==> src/tnoc_pkg.sv <==
`default_nettype none

package tnoc_pkg;

  // ----------------------------------------------------------------------
  // sizes
  // ----------------------------------------------------------------------
  localparam int CHANNELS     = 2;
  localparam int VC_WIDTH     = (CHANNELS > 1) ? $clog2(CHANNELS) : 1;
  localparam int DATA_WIDTH   = 32;

  localparam int FIFO_DEPTH   = 4;
  localparam int PTR_WIDTH    = (FIFO_DEPTH > 1) ? $clog2(FIFO_DEPTH) : 1;
  localparam int COUNT_WIDTH  = $clog2(FIFO_DEPTH + 1);

  localparam int CREDITS      = 4;  // downstream slots per vc
  localparam int CREDIT_WIDTH = $clog2(CREDITS + 1);

  // ----------------------------------------------------------------------
  // flit encodings
  // ----------------------------------------------------------------------
  // internal format
  typedef enum logic {
    FLIT_TYPE_REQUEST  = 1'b0,
    FLIT_TYPE_RESPONSE = 1'b1
  } tnoc_flit_type;

  // external format, 2'b00 and 2'b11 not allowed
  typedef enum logic [1:0] {
    EXT_REQUEST  = 2'b01,
    EXT_RESPONSE = 2'b10
  } tnoc_ext_flit_type;

  // ----------------------------------------------------------------------
  // arbiter
  // ----------------------------------------------------------------------
  typedef enum logic {
    ARB_IDLE,
    ARB_LOCKED   // output held by one vc until its tail
  } tnoc_arb_state;

endpackage

`default_nettype wire
==> src/tnoc_flit_link.sv <==
`timescale 1ns/1ns
`default_nettype none

module tnoc_flit_link (
  input  logic                                                    clk,
  input  logic                                                    rst_n,
  input  logic [tnoc_pkg::CHANNELS-1:0]                           in_valid,
  input  tnoc_pkg::tnoc_ext_flit_type [tnoc_pkg::CHANNELS-1:0]    in_type,
  input  logic [tnoc_pkg::CHANNELS-1:0]                           in_head,
  input  logic [tnoc_pkg::CHANNELS-1:0]                           in_tail,
  input  logic [tnoc_pkg::CHANNELS-1:0][tnoc_pkg::DATA_WIDTH-1:0] in_data,
  input  logic [tnoc_pkg::CHANNELS-1:0]                           credit_return,
  output logic [tnoc_pkg::CHANNELS-1:0]                           in_ready,
  output logic                                                    out_valid,
  output logic [tnoc_pkg::VC_WIDTH-1:0]                           out_vc,
  output tnoc_pkg::tnoc_flit_type                                 out_type,
  output logic                                                    out_head,
  output logic                                                    out_tail,
  output logic [tnoc_pkg::DATA_WIDTH-1:0]                         out_data
);

  logic [tnoc_pkg::CHANNELS-1:0]                           push;
  tnoc_pkg::tnoc_flit_type [tnoc_pkg::CHANNELS-1:0]        push_type;
  logic [tnoc_pkg::CHANNELS-1:0]                           push_head;
  logic [tnoc_pkg::CHANNELS-1:0]                           push_tail;
  logic [tnoc_pkg::CHANNELS-1:0][tnoc_pkg::DATA_WIDTH-1:0] push_data;

  logic [tnoc_pkg::CHANNELS-1:0]                           fifo_full;
  logic [tnoc_pkg::CHANNELS-1:0]                           fifo_empty;
  logic [tnoc_pkg::CHANNELS-1:0]                           pop;
  tnoc_pkg::tnoc_flit_type [tnoc_pkg::CHANNELS-1:0]        head_type;
  logic [tnoc_pkg::CHANNELS-1:0]                           head_head;
  logic [tnoc_pkg::CHANNELS-1:0]                           head_tail;
  logic [tnoc_pkg::CHANNELS-1:0][tnoc_pkg::DATA_WIDTH-1:0] head_data;

  logic [tnoc_pkg::CHANNELS-1:0] can_send;
  logic [tnoc_pkg::VC_WIDTH-1:0] grant_vc;

  // ----------------------------------------------------------------------
  // input side
  // ----------------------------------------------------------------------
  tnoc_flit_connector u_connector (
    .clk(clk), .rst_n(rst_n),
    .ext_valid(in_valid), .ext_type(in_type), .ext_head(in_head),
    .ext_tail(in_tail), .ext_data(in_data), .fifo_full(fifo_full),
    .ext_ready(in_ready), .push(push), .push_type(push_type),
    .push_head(push_head), .push_tail(push_tail), .push_data(push_data)
  );

  for (genvar i = 0; i < tnoc_pkg::CHANNELS; i++) begin : g_fifo
    tnoc_vc_fifo u_fifo (
      .clk(clk), .rst_n(rst_n),
      .push(push[i]), .push_type(push_type[i]), .push_head(push_head[i]),
      .push_tail(push_tail[i]), .push_data(push_data[i]), .pop(pop[i]),
      .full(fifo_full[i]), .empty(fifo_empty[i]), .head_type(head_type[i]),
      .head_head(head_head[i]), .head_tail(head_tail[i]), .head_data(head_data[i])
    );
  end

  // ----------------------------------------------------------------------
  // output side
  // ----------------------------------------------------------------------
  tnoc_vc_arbiter u_arbiter (
    .clk(clk), .rst_n(rst_n),
    .empty(fifo_empty), .head_is_head(head_head), .head_is_tail(head_tail),
    .can_send(can_send), .pop(pop), .grant_vc(grant_vc), .out_valid(out_valid)
  );

  tnoc_credit_counter u_credit (
    .clk(clk), .rst_n(rst_n),
    .send(out_valid), .send_vc(grant_vc),   // every sent flit costs one credit
    .credit_return(credit_return), .can_send(can_send)
  );

  assign out_vc   = grant_vc;
  assign out_type = head_type[grant_vc];
  assign out_head = head_head[grant_vc];
  assign out_tail = head_tail[grant_vc];
  assign out_data = head_data[grant_vc];  // granted fifo head

endmodule

`default_nettype wire

==> src/tnoc_credit_counter.sv <==
`timescale 1ns/1ns
`default_nettype none

module tnoc_credit_counter (
  input  logic                          clk,
  input  logic                          rst_n,
  input  logic                          send,
  input  logic [tnoc_pkg::VC_WIDTH-1:0] send_vc,
  input  logic [tnoc_pkg::CHANNELS-1:0] credit_return,
  output logic [tnoc_pkg::CHANNELS-1:0] can_send
);

  logic [tnoc_pkg::CHANNELS-1:0][tnoc_pkg::CREDIT_WIDTH-1:0] count;

  for (genvar i = 0; i < tnoc_pkg::CHANNELS; i++) begin : g_vc
    logic send_here;

    assign send_here = send && (int'(send_vc) == i);

    always_ff @(posedge clk) begin
      if (!rst_n) begin
        count[i] <= tnoc_pkg::CREDIT_WIDTH'(tnoc_pkg::CREDITS);
      end else begin
        case ({send_here, credit_return[i]})
          2'b10:   count[i] <= count[i] - 1'b1;
          2'b01:   count[i] <= count[i] + 1'b1;
          default: count[i] <= count[i];  // both cancel out
        endcase
      end
    end

    assign can_send[i] = (count[i] != '0);

    // receiver returns no more than it was given
    a_no_excess_return: assert property (
      @(posedge clk) disable iff (!rst_n)
      (credit_return[i] && !send_here) |-> (count[i] < tnoc_pkg::CREDITS)
    );

    // a flit only leaves while its vc holds credit
    a_send_with_credit: assert property (
      @(posedge clk) disable iff (!rst_n) send_here |-> (count[i] != '0)
    );
  end

endmodule

`default_nettype wire

==> src/tnoc_vc_arbiter.sv <==
`timescale 1ns/1ns
`default_nettype none

module tnoc_vc_arbiter (
  input  logic                          clk,
  input  logic                          rst_n,
  input  logic [tnoc_pkg::CHANNELS-1:0] empty,
  input  logic [tnoc_pkg::CHANNELS-1:0] head_is_head,
  input  logic [tnoc_pkg::CHANNELS-1:0] head_is_tail,
  input  logic [tnoc_pkg::CHANNELS-1:0] can_send,
  output logic [tnoc_pkg::CHANNELS-1:0] pop,
  output logic [tnoc_pkg::VC_WIDTH-1:0] grant_vc,
  output logic                          out_valid
);

  tnoc_pkg::tnoc_arb_state        state;
  logic [tnoc_pkg::VC_WIDTH-1:0]  locked_vc;
  logic [tnoc_pkg::VC_WIDTH-1:0]  rr_ptr;    // first vc to look at when idle

  logic [tnoc_pkg::CHANNELS-1:0]  send_ready;
  logic [tnoc_pkg::CHANNELS-1:0]  start_ready;
  logic                           pick_found;
  logic [tnoc_pkg::VC_WIDTH-1:0]  pick_vc;
  logic [tnoc_pkg::VC_WIDTH-1:0]  next_vc;

  assign send_ready  = ~empty & can_send;
  assign start_ready = send_ready & head_is_head;  // only packet starts when idle

  // ----------------------------------------------------------------------
  // round-robin pick
  // ----------------------------------------------------------------------
  always_comb begin
    pick_found = 1'b0;
    pick_vc    = rr_ptr;
    for (int k = 0; k < tnoc_pkg::CHANNELS; k++) begin
      if (!pick_found && start_ready[(int'(rr_ptr) + k) % tnoc_pkg::CHANNELS]) begin
        pick_found = 1'b1;
        pick_vc    = tnoc_pkg::VC_WIDTH'((int'(rr_ptr) + k) % tnoc_pkg::CHANNELS);
      end
    end
  end

  assign grant_vc  = (state == tnoc_pkg::ARB_LOCKED) ? locked_vc : pick_vc;
  assign out_valid = (state == tnoc_pkg::ARB_LOCKED) ? send_ready[locked_vc] : pick_found;

  always_comb begin
    pop           = '0;
    pop[grant_vc] = out_valid;
  end

  assign next_vc = (int'(grant_vc) == tnoc_pkg::CHANNELS - 1) ? '0 : grant_vc + 1'b1;

  // ----------------------------------------------------------------------
  // FSM
  // ----------------------------------------------------------------------
  always_ff @(posedge clk) begin
    if (!rst_n) begin
      state     <= tnoc_pkg::ARB_IDLE;
      locked_vc <= '0;
      rr_ptr    <= '0;
    end else if (out_valid) begin
      if (head_is_tail[grant_vc]) begin
        state  <= tnoc_pkg::ARB_IDLE;
        rr_ptr <= next_vc;                  // served vc goes last
      end else begin
        state     <= tnoc_pkg::ARB_LOCKED;
        locked_vc <= grant_vc;
      end
    end
  end

  // a new packet must not start inside a locked one
  a_no_head_while_locked: assert property (
    @(posedge clk) disable iff (!rst_n)
    (state == tnoc_pkg::ARB_LOCKED && out_valid) |-> !head_is_head[grant_vc]
  );

endmodule

`default_nettype wire

==> src/tnoc_vc_fifo.sv <==
`timescale 1ns/1ns
`default_nettype none

module tnoc_vc_fifo (
  input  logic                            clk,
  input  logic                            rst_n,
  input  logic                            push,
  input  tnoc_pkg::tnoc_flit_type         push_type,
  input  logic                            push_head,
  input  logic                            push_tail,
  input  logic [tnoc_pkg::DATA_WIDTH-1:0] push_data,
  input  logic                            pop,
  output logic                            full,
  output logic                            empty,
  output tnoc_pkg::tnoc_flit_type         head_type,
  output logic                            head_head,
  output logic                            head_tail,
  output logic [tnoc_pkg::DATA_WIDTH-1:0] head_data
);

  tnoc_pkg::tnoc_flit_type         type_mem [tnoc_pkg::FIFO_DEPTH];
  logic                            head_mem [tnoc_pkg::FIFO_DEPTH];
  logic                            tail_mem [tnoc_pkg::FIFO_DEPTH];
  logic [tnoc_pkg::DATA_WIDTH-1:0] data_mem [tnoc_pkg::FIFO_DEPTH];

  logic [tnoc_pkg::PTR_WIDTH-1:0]   wr_ptr;
  logic [tnoc_pkg::PTR_WIDTH-1:0]   rd_ptr;
  logic [tnoc_pkg::COUNT_WIDTH-1:0] count;

  function automatic logic [tnoc_pkg::PTR_WIDTH-1:0] next_ptr(
    logic [tnoc_pkg::PTR_WIDTH-1:0] ptr
  );
    if (int'(ptr) == tnoc_pkg::FIFO_DEPTH - 1) begin
      return '0;
    end
    return ptr + 1'b1;
  endfunction

  // ----------------------------------------------------------------------
  // storage
  // ----------------------------------------------------------------------
  always_ff @(posedge clk) begin
    if (push) begin
      type_mem[wr_ptr] <= push_type;
      head_mem[wr_ptr] <= push_head;
      tail_mem[wr_ptr] <= push_tail;
      data_mem[wr_ptr] <= push_data;
    end
  end

  always_ff @(posedge clk) begin
    if (!rst_n) begin
      wr_ptr <= '0;
      rd_ptr <= '0;
      count  <= '0;
    end else begin
      if (push) wr_ptr <= next_ptr(wr_ptr);
      if (pop)  rd_ptr <= next_ptr(rd_ptr);
      case ({push, pop})
        2'b10:   count <= count + 1'b1;
        2'b01:   count <= count - 1'b1;
        default: count <= count;  // idle or push and pop together
      endcase
    end
  end

  assign full  = (count == tnoc_pkg::FIFO_DEPTH);
  assign empty = (count == 0);

  assign head_type = type_mem[rd_ptr];
  assign head_head = head_mem[rd_ptr];
  assign head_tail = tail_mem[rd_ptr];
  assign head_data = data_mem[rd_ptr];

  a_no_overflow:  assert property (@(posedge clk) disable iff (!rst_n) push |-> !full);
  a_no_underflow: assert property (@(posedge clk) disable iff (!rst_n) pop |-> !empty);

endmodule

`default_nettype wire

==> src/tnoc_flit_connector.sv <==
`timescale 1ns/1ns
`default_nettype none

module tnoc_flit_connector (
  input  logic                                                   clk,
  input  logic                                                   rst_n,
  input  logic [tnoc_pkg::CHANNELS-1:0]                          ext_valid,
  input  tnoc_pkg::tnoc_ext_flit_type [tnoc_pkg::CHANNELS-1:0]   ext_type,
  input  logic [tnoc_pkg::CHANNELS-1:0]                          ext_head,
  input  logic [tnoc_pkg::CHANNELS-1:0]                          ext_tail,
  input  logic [tnoc_pkg::CHANNELS-1:0][tnoc_pkg::DATA_WIDTH-1:0] ext_data,
  input  logic [tnoc_pkg::CHANNELS-1:0]                          fifo_full,
  output logic [tnoc_pkg::CHANNELS-1:0]                          ext_ready,
  output logic [tnoc_pkg::CHANNELS-1:0]                          push,
  output tnoc_pkg::tnoc_flit_type [tnoc_pkg::CHANNELS-1:0]       push_type,
  output logic [tnoc_pkg::CHANNELS-1:0]                          push_head,
  output logic [tnoc_pkg::CHANNELS-1:0]                          push_tail,
  output logic [tnoc_pkg::CHANNELS-1:0][tnoc_pkg::DATA_WIDTH-1:0] push_data
);

  function automatic tnoc_pkg::tnoc_flit_type convert_flit_type(
    tnoc_pkg::tnoc_ext_flit_type ext
  );
    case (ext)
      tnoc_pkg::EXT_RESPONSE: return tnoc_pkg::FLIT_TYPE_RESPONSE;
      default:                return tnoc_pkg::FLIT_TYPE_REQUEST;
    endcase
  endfunction

  for (genvar i = 0; i < tnoc_pkg::CHANNELS; i++) begin : g_vc
    assign ext_ready[i] = !fifo_full[i];
    assign push[i]      = ext_valid[i] && !fifo_full[i];  // accepted flit

    assign push_type[i] = convert_flit_type(ext_type[i]);
    assign push_head[i] = ext_head[i];
    assign push_tail[i] = ext_tail[i];
    assign push_data[i] = ext_data[i];

    // sender must never offer an undefined type code
    a_legal_type: assert property (
      @(posedge clk) disable iff (!rst_n)
      ext_valid[i] |-> ext_type[i] inside {tnoc_pkg::EXT_REQUEST, tnoc_pkg::EXT_RESPONSE}
    );
  end

endmodule

`default_nettype wire

==> config.mk <==
export PLATFORM = sky130hd
export DESIGN_NAME = tnoc_flit_link
export DESIGN_NICKNAME = d
export VERILOG_FILES = /design/src/tnoc_pkg.sv /design/src/tnoc_flit_link.sv /design/src/tnoc_credit_counter.sv /design/src/tnoc_vc_arbiter.sv /design/src/tnoc_vc_fifo.sv /design/src/tnoc_flit_connector.sv
export SDC_FILE = /design/constraint.sdc
export NUM_CORES = 1
export LEC_CHECK = 0
export BUFFER_PORTS_ARGS = -buffer_cell sky130_fd_sc_hd__buf_4
export CORE_MARGIN = 2
export CORE_UTILIZATION = 53
export CTS_CLUSTER_DIAMETER = 200
export CTS_CLUSTER_SIZE = 16
export DETAILED_ROUTE_END_ITERATION = 7
export PLACE_DENSITY_LB_ADDON = 0.08
export SYNTH_ARGS = -nofsm -noshare
export SYNTH_HDL_FRONTEND = slang
export SYNTH_SLANG_ARGS = --single-unit
==> constraint.sdc <==
create_clock -name clk -period 3 [get_ports clk]
set_input_delay 0.6 -clock clk [delete_from_list [all_inputs] [get_ports clk]]
set_output_delay 0.6 -clock clk [all_outputs]
set_load 0.005 [all_outputs]
==> impl_metrics.json, run 1 <==
{
  "synth_area_um2": 12100,
  "power.leakage_nw": 5.06,
  "drive_above_1_share": 0.401,
  "synthesis.nets": 682,
  "grt_max_degree": 36,
  "fin_crit_ps": 3300,
  "fin_ws_ps": -302,
  "hp-class": "input pin to flop",
  "grtUsageTotal": 0.201,
  "hold_viol_final": 0,
  "maxCapViolations": 0,
  "critPathSlowestCell": "mux4_2",
  "num_vias": 5978,
  "diodes": 0,
  "max_freq_ghz": 0.303,
  "synth-xor-area-share": 0.00618,
  "dp.final_hpwl_um": 14500,
  "grt_pass1_vias": 6399,
  "start_util": 0.538,
  "clockBufferDepth": 3,
  "cts_tree": "yes",
  "violations": "setup timing",
  "syn_inst": 587,
  "drt-wirelength-per-cell_um": 23.5,
  "place_ws_ps": 32.3,
  "worstMarginPinSlew_ps": 748,
  "cts_buffers": 23,
  "finalNetCount": 828,
  "synth_fa_ha_area_frac": 0.0200,
  "endpoint_kind": "primary output",
  "crit_fanout": 8,
  "die_y_um": 155,
  "drt_iter0_markers": 406,
  "arrival_ps": 2700,
  "async_flop_share": 0,
  "crit_chain": "mux4_2, a41o_1, a211oi_4, buf_6, buf_12, mux2_2, buf_4",
  "worst_setup_path_start_kind": "flop",
  "rsz0062_at_grt": "yes",
  "yosys.area_share.simple": 0.0357,
  "dieArea_um2": 24100,
  "critPathRequiredTime_ps": 2400,
  "io_pins": 117,
  "synth_edf_count": 280,
  "port_buffers": 116,
  "cts_sinks": 307,
  "die_width_um": 155,
  "rows": 55,
  "p_total_w": 0.0135,
  "yosys.area.top_type": "edfxtp_1",
  "wl_um": 24300,
  "synth_area_per_cell_um2": 20.7,
  "cts_htree_levels": 1,
  "outcome": "finished with violations",
  "antenna_found_initial": 0,
  "min_path_cells": 1,
  "synth_compound_area_frac": 0.0180,
  "core_area_um2": 22600,
  "setup_violations": 37,
  "timing.hold.ws_ps": 277,
  "viasPerCell": 5.78,
  "gr-total-overflow": 0,
  "nFillCells": 1551,
  "clockRootBuffer": "clkbuf_16",
  "synth_top_area_frac": 0.693,
  "peakVddDrop_v": 0.000512,
  "skew_ps": 20.8,
  "areaGrowthSynthToFinish_pct": 19.5,
  "pwr_density_cell_nw_per_um2": 934,
  "ant_nets": 0,
  "yosysMostFrequentCell": "edfxtp_1",
  "synth_top_family_by_area": "multiplexers",
  "yosysSeqAreaShare": 0.737,
  "dp.cells": 982,
  "max-slew-margin-rel": 0.501,
  "ys_top_cells_by_area": "edfxtp_1, mux4_2, dfxtp_1, mux2_2, ha_1",
  "ys_seq_elements": 307,
  "drc": 0,
  "fin_crit_sh": 1.10,
  "clock_latency_ps": 520,
  "grt_pass1_wl_um": 36300,
  "clk_pin_slew_ps": 80,
  "instances_no_fill": 1035,
  "synth-warning-count": 0,
  "synthTopCellsByCount": "edfxtp_1, mux4_2, mux2_2, dfxtp_1, clkbuf_1",
  "timing.critical_path.slowest_cell_delay_ps": 530,
  "finalMaxSlewViolations": 0,
  "worstRegToRegCells": 12,
  "muxShareOfSynthArea": 0.168,
  "path_class": "flop to primary output",
  "yosysUniqueCellTypes": 46,
  "drt-pass1-iter-count": 7,
  "ys.flop_type": "edfxtp_1",
  "routabilityCongestion": 0.740
}
power by group:
part	leakage [nW]	switching (W)	internal, W
sequential	2.79	0.000178	0.00517
clock	0.315	0.00137	0.00146
combinational	1.95	0.00233	0.00304
total	5.06	0.00388	0.00967
state kept, by name, summed over array words and instances (netlist names), named ones only:
register	cells
g_fifo.u_fifo.head_mem	8
u_credit.count	6
g_fifo.u_fifo.tail_mem	8
g_fifo.u_fifo.data_mem	256
u_arbiter.state	1
g_fifo.u_fifo.count	6
u_arbiter.locked_vc	1
g_fifo.u_fifo.wr_ptr	4
g_fifo.u_fifo.rd_ptr	4
g_fifo.u_fifo.type_mem	8
u_arbiter.rr_ptr	1
repair_timing:
action,in CTS,in global routing
buffers inserted,5,3
cloned,1,2
pin swaps,3,1
hold buffers,0,0
setup endpoints to repair,36,38
gates resized for setup,58,15
layout by cell type, fill, tap and decap left out, drive strengths merged, types with 9 or more instances in the layout:
| master | instances |
|---|---|
| and3 | 13 |
| buf | 144 |
| clkbuf | 42 |
| dfxtp | 27 |
| edfxtp | 280 |
| ha | 13 |
| inv | 15 |
| mux2 | 35 |
| mux4 | 70 |
| nand2 | 17 |
| nor2b | 9 |
| or3 | 9 |
cell families after synthesis:
| group | Yosys count |
|---|---|
| AO/OA/AOI/OAI | 29 |
| XOR/XNOR | 7 |
| adder cells (fa/ha/maj) | 17 |
| buffers and inverters | 39 |
| flip-flops | 307 |
| multiplexers | 112 |
| AND/OR/NAND/NOR | 76 |
final cells by class:
class	instances	area, µm²	area share
flip-flops and latches	307	8950	0.617
multi-input cells	241	3170	0.219
repair buffers	146	1310	0.0900
clock buffers	40	639	0.0441
well taps	285	357	0.0246
inverters	14	55.1	0.00379
clock inverters	2	25.0	0.00172
final timing paths:
check | slack, ps | start | endpoint
setup / recovery | -300 | g_fifo[1].u_fifo.head_mem[0]$_DFFE_PP_ | out_data[28]
hold / removal | 280 | in_data[44] | g_fifo[1].u_fifo.data_mem[1][12]$_DFFE_PP_
setup reg to reg | -100 | g_fifo[0].u_fifo.head_mem[3]$_DFFE_PP_ | u_credit.count[2]$_SDFFE_PN1P_
hold reg to reg | 500 | g_fifo[0].u_fifo.rd_ptr[1]$_SDFFE_PN0P_ | flop
worst max-delay path: cells and delay by family (launching register included):
| family | cells | cell delay, ps |
|---|---|---|
| buffers and inverters | 3 | 510 |
| multiplexers | 2 | 870 |
| AO/OA/AOI/OAI | 2 | 410 |
| flip-flops | 1 | 370 |
per-layer routing:
layer	wire length, µm	vias to the layer above	share of wire	track usage
met4	340	0	0.014	0.0393
met3	1390	24	0.057	0.0398
met1	9910	3123	0.41	0.263
met5	0	-	0	0
li1	-	2682	-	-
met2	12600	149	0.52	0.354
metrics by stage:
stage | util | cell area [µm²] | TNS [ps]
after floorplan | - | 12100 | 0
after global placement | 0.595 | 13400 | 0
after detailed placement | 0.595 | 13400 | 0
after CTS | 0.637 | 14400 | -9400
after global routing | 0.643 | 14500 | -13710
final | 0.643 | 14500 | -9870
Note: power is estimated with default switching activity, not from simulation.
==> inputs of run 2 (changes only) <==
--- a/config.mk
+++ b/config.mk
@@ -11,6 +11,7 @@
 export CTS_CLUSTER_DIAMETER = 200
 export CTS_CLUSTER_SIZE = 16
 export DETAILED_ROUTE_END_ITERATION = 7
+export GPL_TIMING_DRIVEN = 0
 export PLACE_DENSITY_LB_ADDON = 0.08
 export SYNTH_ARGS = -nofsm -noshare
 export SYNTH_HDL_FRONTEND = slang
==> run 2 against run 1 <==
The run still ends with setup timing left. Sequential power barely moved. Final area rose by 0.62%. Maximum frequency fell by 6.9%. Non-clock buffer count rose by 19. Largest cell class unchanged.
==> impl_metrics.json, run 2 (same netlist as run 1, synthesis figures left out) <==
{
  "layout_commonest_cell": "edfxtp_1",
  "top_register": "g_fifo.u_fifo.data_mem",
  "critPathRequiredTime_ps": 2400,
  "clk_pin_slew_ps": 70,
  "outcome": "finished with violations",
  "gr-total-overflow": 0,
  "ant_nets": 0,
  "dp.final_hpwl_um": 15300,
  "arrival_ps": 2950,
  "seq_power_share": 0.399,
  "port_buffers": 116,
  "max_freq_ghz": 0.282,
  "worstMarginPinSlew_ps": 879,
  "rows": 55,
  "fin_crit_sh": 1.18,
  "setup_violations": 39,
  "combPwrFrac": 0.395,
  "fin_ws_ps": -549,
  "violations": "setup timing",
  "drive_above_1_share": 0.411,
  "pwr_density_cell_nw_per_um2": 921,
  "peakVddDrop_v": 0.000479,
  "power_frac_clock": 0.207,
  "max-slew-margin-rel": 0.414,
  "viasPerCell": 5.75,
  "drt_iter0_markers": 397,
  "swShare": 0.287,
  "clockRootBuffer": "clkbuf_16",
  "p_total_w": 0.0134,
  "grt_max_degree": 30,
  "cts_tree": "yes",
  "io_pins": 117,
  "instances_no_fill": 1046,
  "rrSetupSlack_ps": -30,
  "cp_top_family": "multiplexers",
  "hold_viol_final": 0,
  "cts_htree_levels": 1,
  "areaGrowthSynthToFinish_pct": 20.3,
  "critPathSlowestCell": "mux4_2",
  "rsz0062_at_grt": "yes",
  "p_sw_w": 0.00386,
  "routabilityCongestion": 0.776,
  "timing.hold.ws_ps": 279,
  "drc": 0,
  "place_ws_ps": -448,
  "antenna_found_initial": 1,
  "hold-path-endpoint": "g_fifo[1].u_fifo.data_mem[0][16]$_DFFE_PP_",
  "die_width_um": 155,
  "die_y_um": 155,
  "worstRegToRegCells": 10,
  "timing.critical_path.slowest_cell_delay_ps": 560,
  "grt_pass1_wl_um": 36100,
  "path_class": "flop to primary output",
  "min_path_cells": 1,
  "drt-wirelength-per-cell_um": 22.9,
  "nFillCells": 1539,
  "core_area_um2": 22600,
  "largest_reg_flops": 256,
  "ctsHoldBuffers": 0,
  "grt_pass1_vias": 6388,
  "worstHoldStart": "in_data[48]",
  "maxCapViolations": 0,
  "worst_setup_path_start_kind": "flop",
  "p_int_w": 0.00958,
  "clockBufferDepth": 3,
  "dp.cells": 996,
  "num_vias": 6016,
  "crit_fanout": 8,
  "hp-class": "input pin to flop",
  "power.leakage_nw": 5.05,
  "r2r_end": "g_fifo[0].u_fifo.count[2]$_SDFFE_PN0P_",
  "grtUsageTotal": 0.200,
  "worst-path-buf-inv": 4,
  "endpoint_kind": "primary output",
  "start_util": 0.538,
  "wl_um": 24000,
  "cts_sinks": 307,
  "dieArea_um2": 24100,
  "cts_buffers": 23,
  "post-route-util": 0.647,
  "clock_latency_ps": 520,
  "final_cell_mix": "edfxtp_1, buf_4, mux4_2, buf_6",
  "finalNetCount": 847,
  "fin_crit_ps": 3550,
  "crit_chain": "mux4_2, a41o_1, a211oi_4, buf_6, buf_12, buf_12, mux2_4, buf_6",
  "drt-pass1-iter-count": 5,
  "skew_ps": 15.9,
  "finalMaxSlewViolations": 0
}
[run 2: cell count changes in the layout (fill, tap and decap cells not counted), moves of 2 or more]
cell | previous run | this run
mux2_2 | 8 | 16
a2111oi_0 | 3 | 1
clkbuf_16 | 25 | 23
buf_12 | 3 | 11
clkbuf_1 | 17 | 21
buf_6 | 31 | 26
mux2_4 | 27 | 19
buf_4 | 109 | 113
clkbuf_2 | 0 | 2
and3_4 | 0 | 2
[run 2: final cells by class]
class | count | area [µm²] | area share
Sequential cell | 307 | 8960 | 0.614
Multi-Input combinational cell | 241 | 3180 | 0.218
Timing Repair Buffer | 146 | 1310 | 0.0896
Clock buffer | 31 | 606 | 0.0415
Tap cell | 285 | 357 | 0.0244
Buffer | 19 | 113 | 0.00771
Inverter | 14 | 52.6 | 0.00360
Clock inverter | 2 | 25.0 | 0.00171
Antenna cell | 1 | 2.50 | 0.000171
[run 2: power groups by stage]
stage               Combinational [W]  Clock [W]  Sequential, W
floorplan                     0.00275          0        0.00538
finish                        0.00530    0.00278        0.00536
global route                  0.00571    0.00300        0.00541
global placement              0.00423          0        0.00541
detailed placement            0.00443          0        0.00542
CTS                           0.00540    0.00284        0.00535
[run 2: layer usage]
layer  vias up  global-route usage  share of wire
li1       2719                   -              -
met1      3138               0.281           0.43
met2       134               0.333           0.50
met3        25              0.0343          0.048
met4         0              0.0454          0.015
met5         -                   0              0
[run 2: worst max-delay path by stage]
stage                                           start                                     end  slack [ps]  cells past startpoint
2_1_floorplan                                    flop          u_credit.count[2]$_SDFFE_PN1P_         110                     13
4_1_cts                                          flop                            out_data[26]        -560                      9
3_3_place_gp                                     flop                            out_data[17]        -390                      8
6_report                                         flop                            out_data[28]        -550                      8
5_1_grt        g_fifo[1].u_fifo.head_mem[2]$_DFFE_PP_                            out_data[28]        -620                      8
3_5_place_dp                                     flop  g_fifo[0].u_fifo.count[2]$_SDFFE_PN0P_        -450                     11
[run 2: repair_timing]
action | 4_1_cts | 5_1_grt
pin swaps | 4 | 9
gates cloned | 1 | 0
gates resized for setup | 65 | 15
setup buffers | 17 | 6
endpoints found under the hold margin | 0 | 0
setup endpoints to repair | 44 | 43
[run 2: metrics by stage]
| stage | area [µm²] | setup TNS, ps |
|---|---|---|
| global route | 14600 | -21170 |
| detailed placement | 13500 | -13160 |
| floorplan | 12100 | 0 |
| finish | 14600 | -17630 |
| CTS | 14600 | -19000 |
| global placement | 13400 | -11060 |
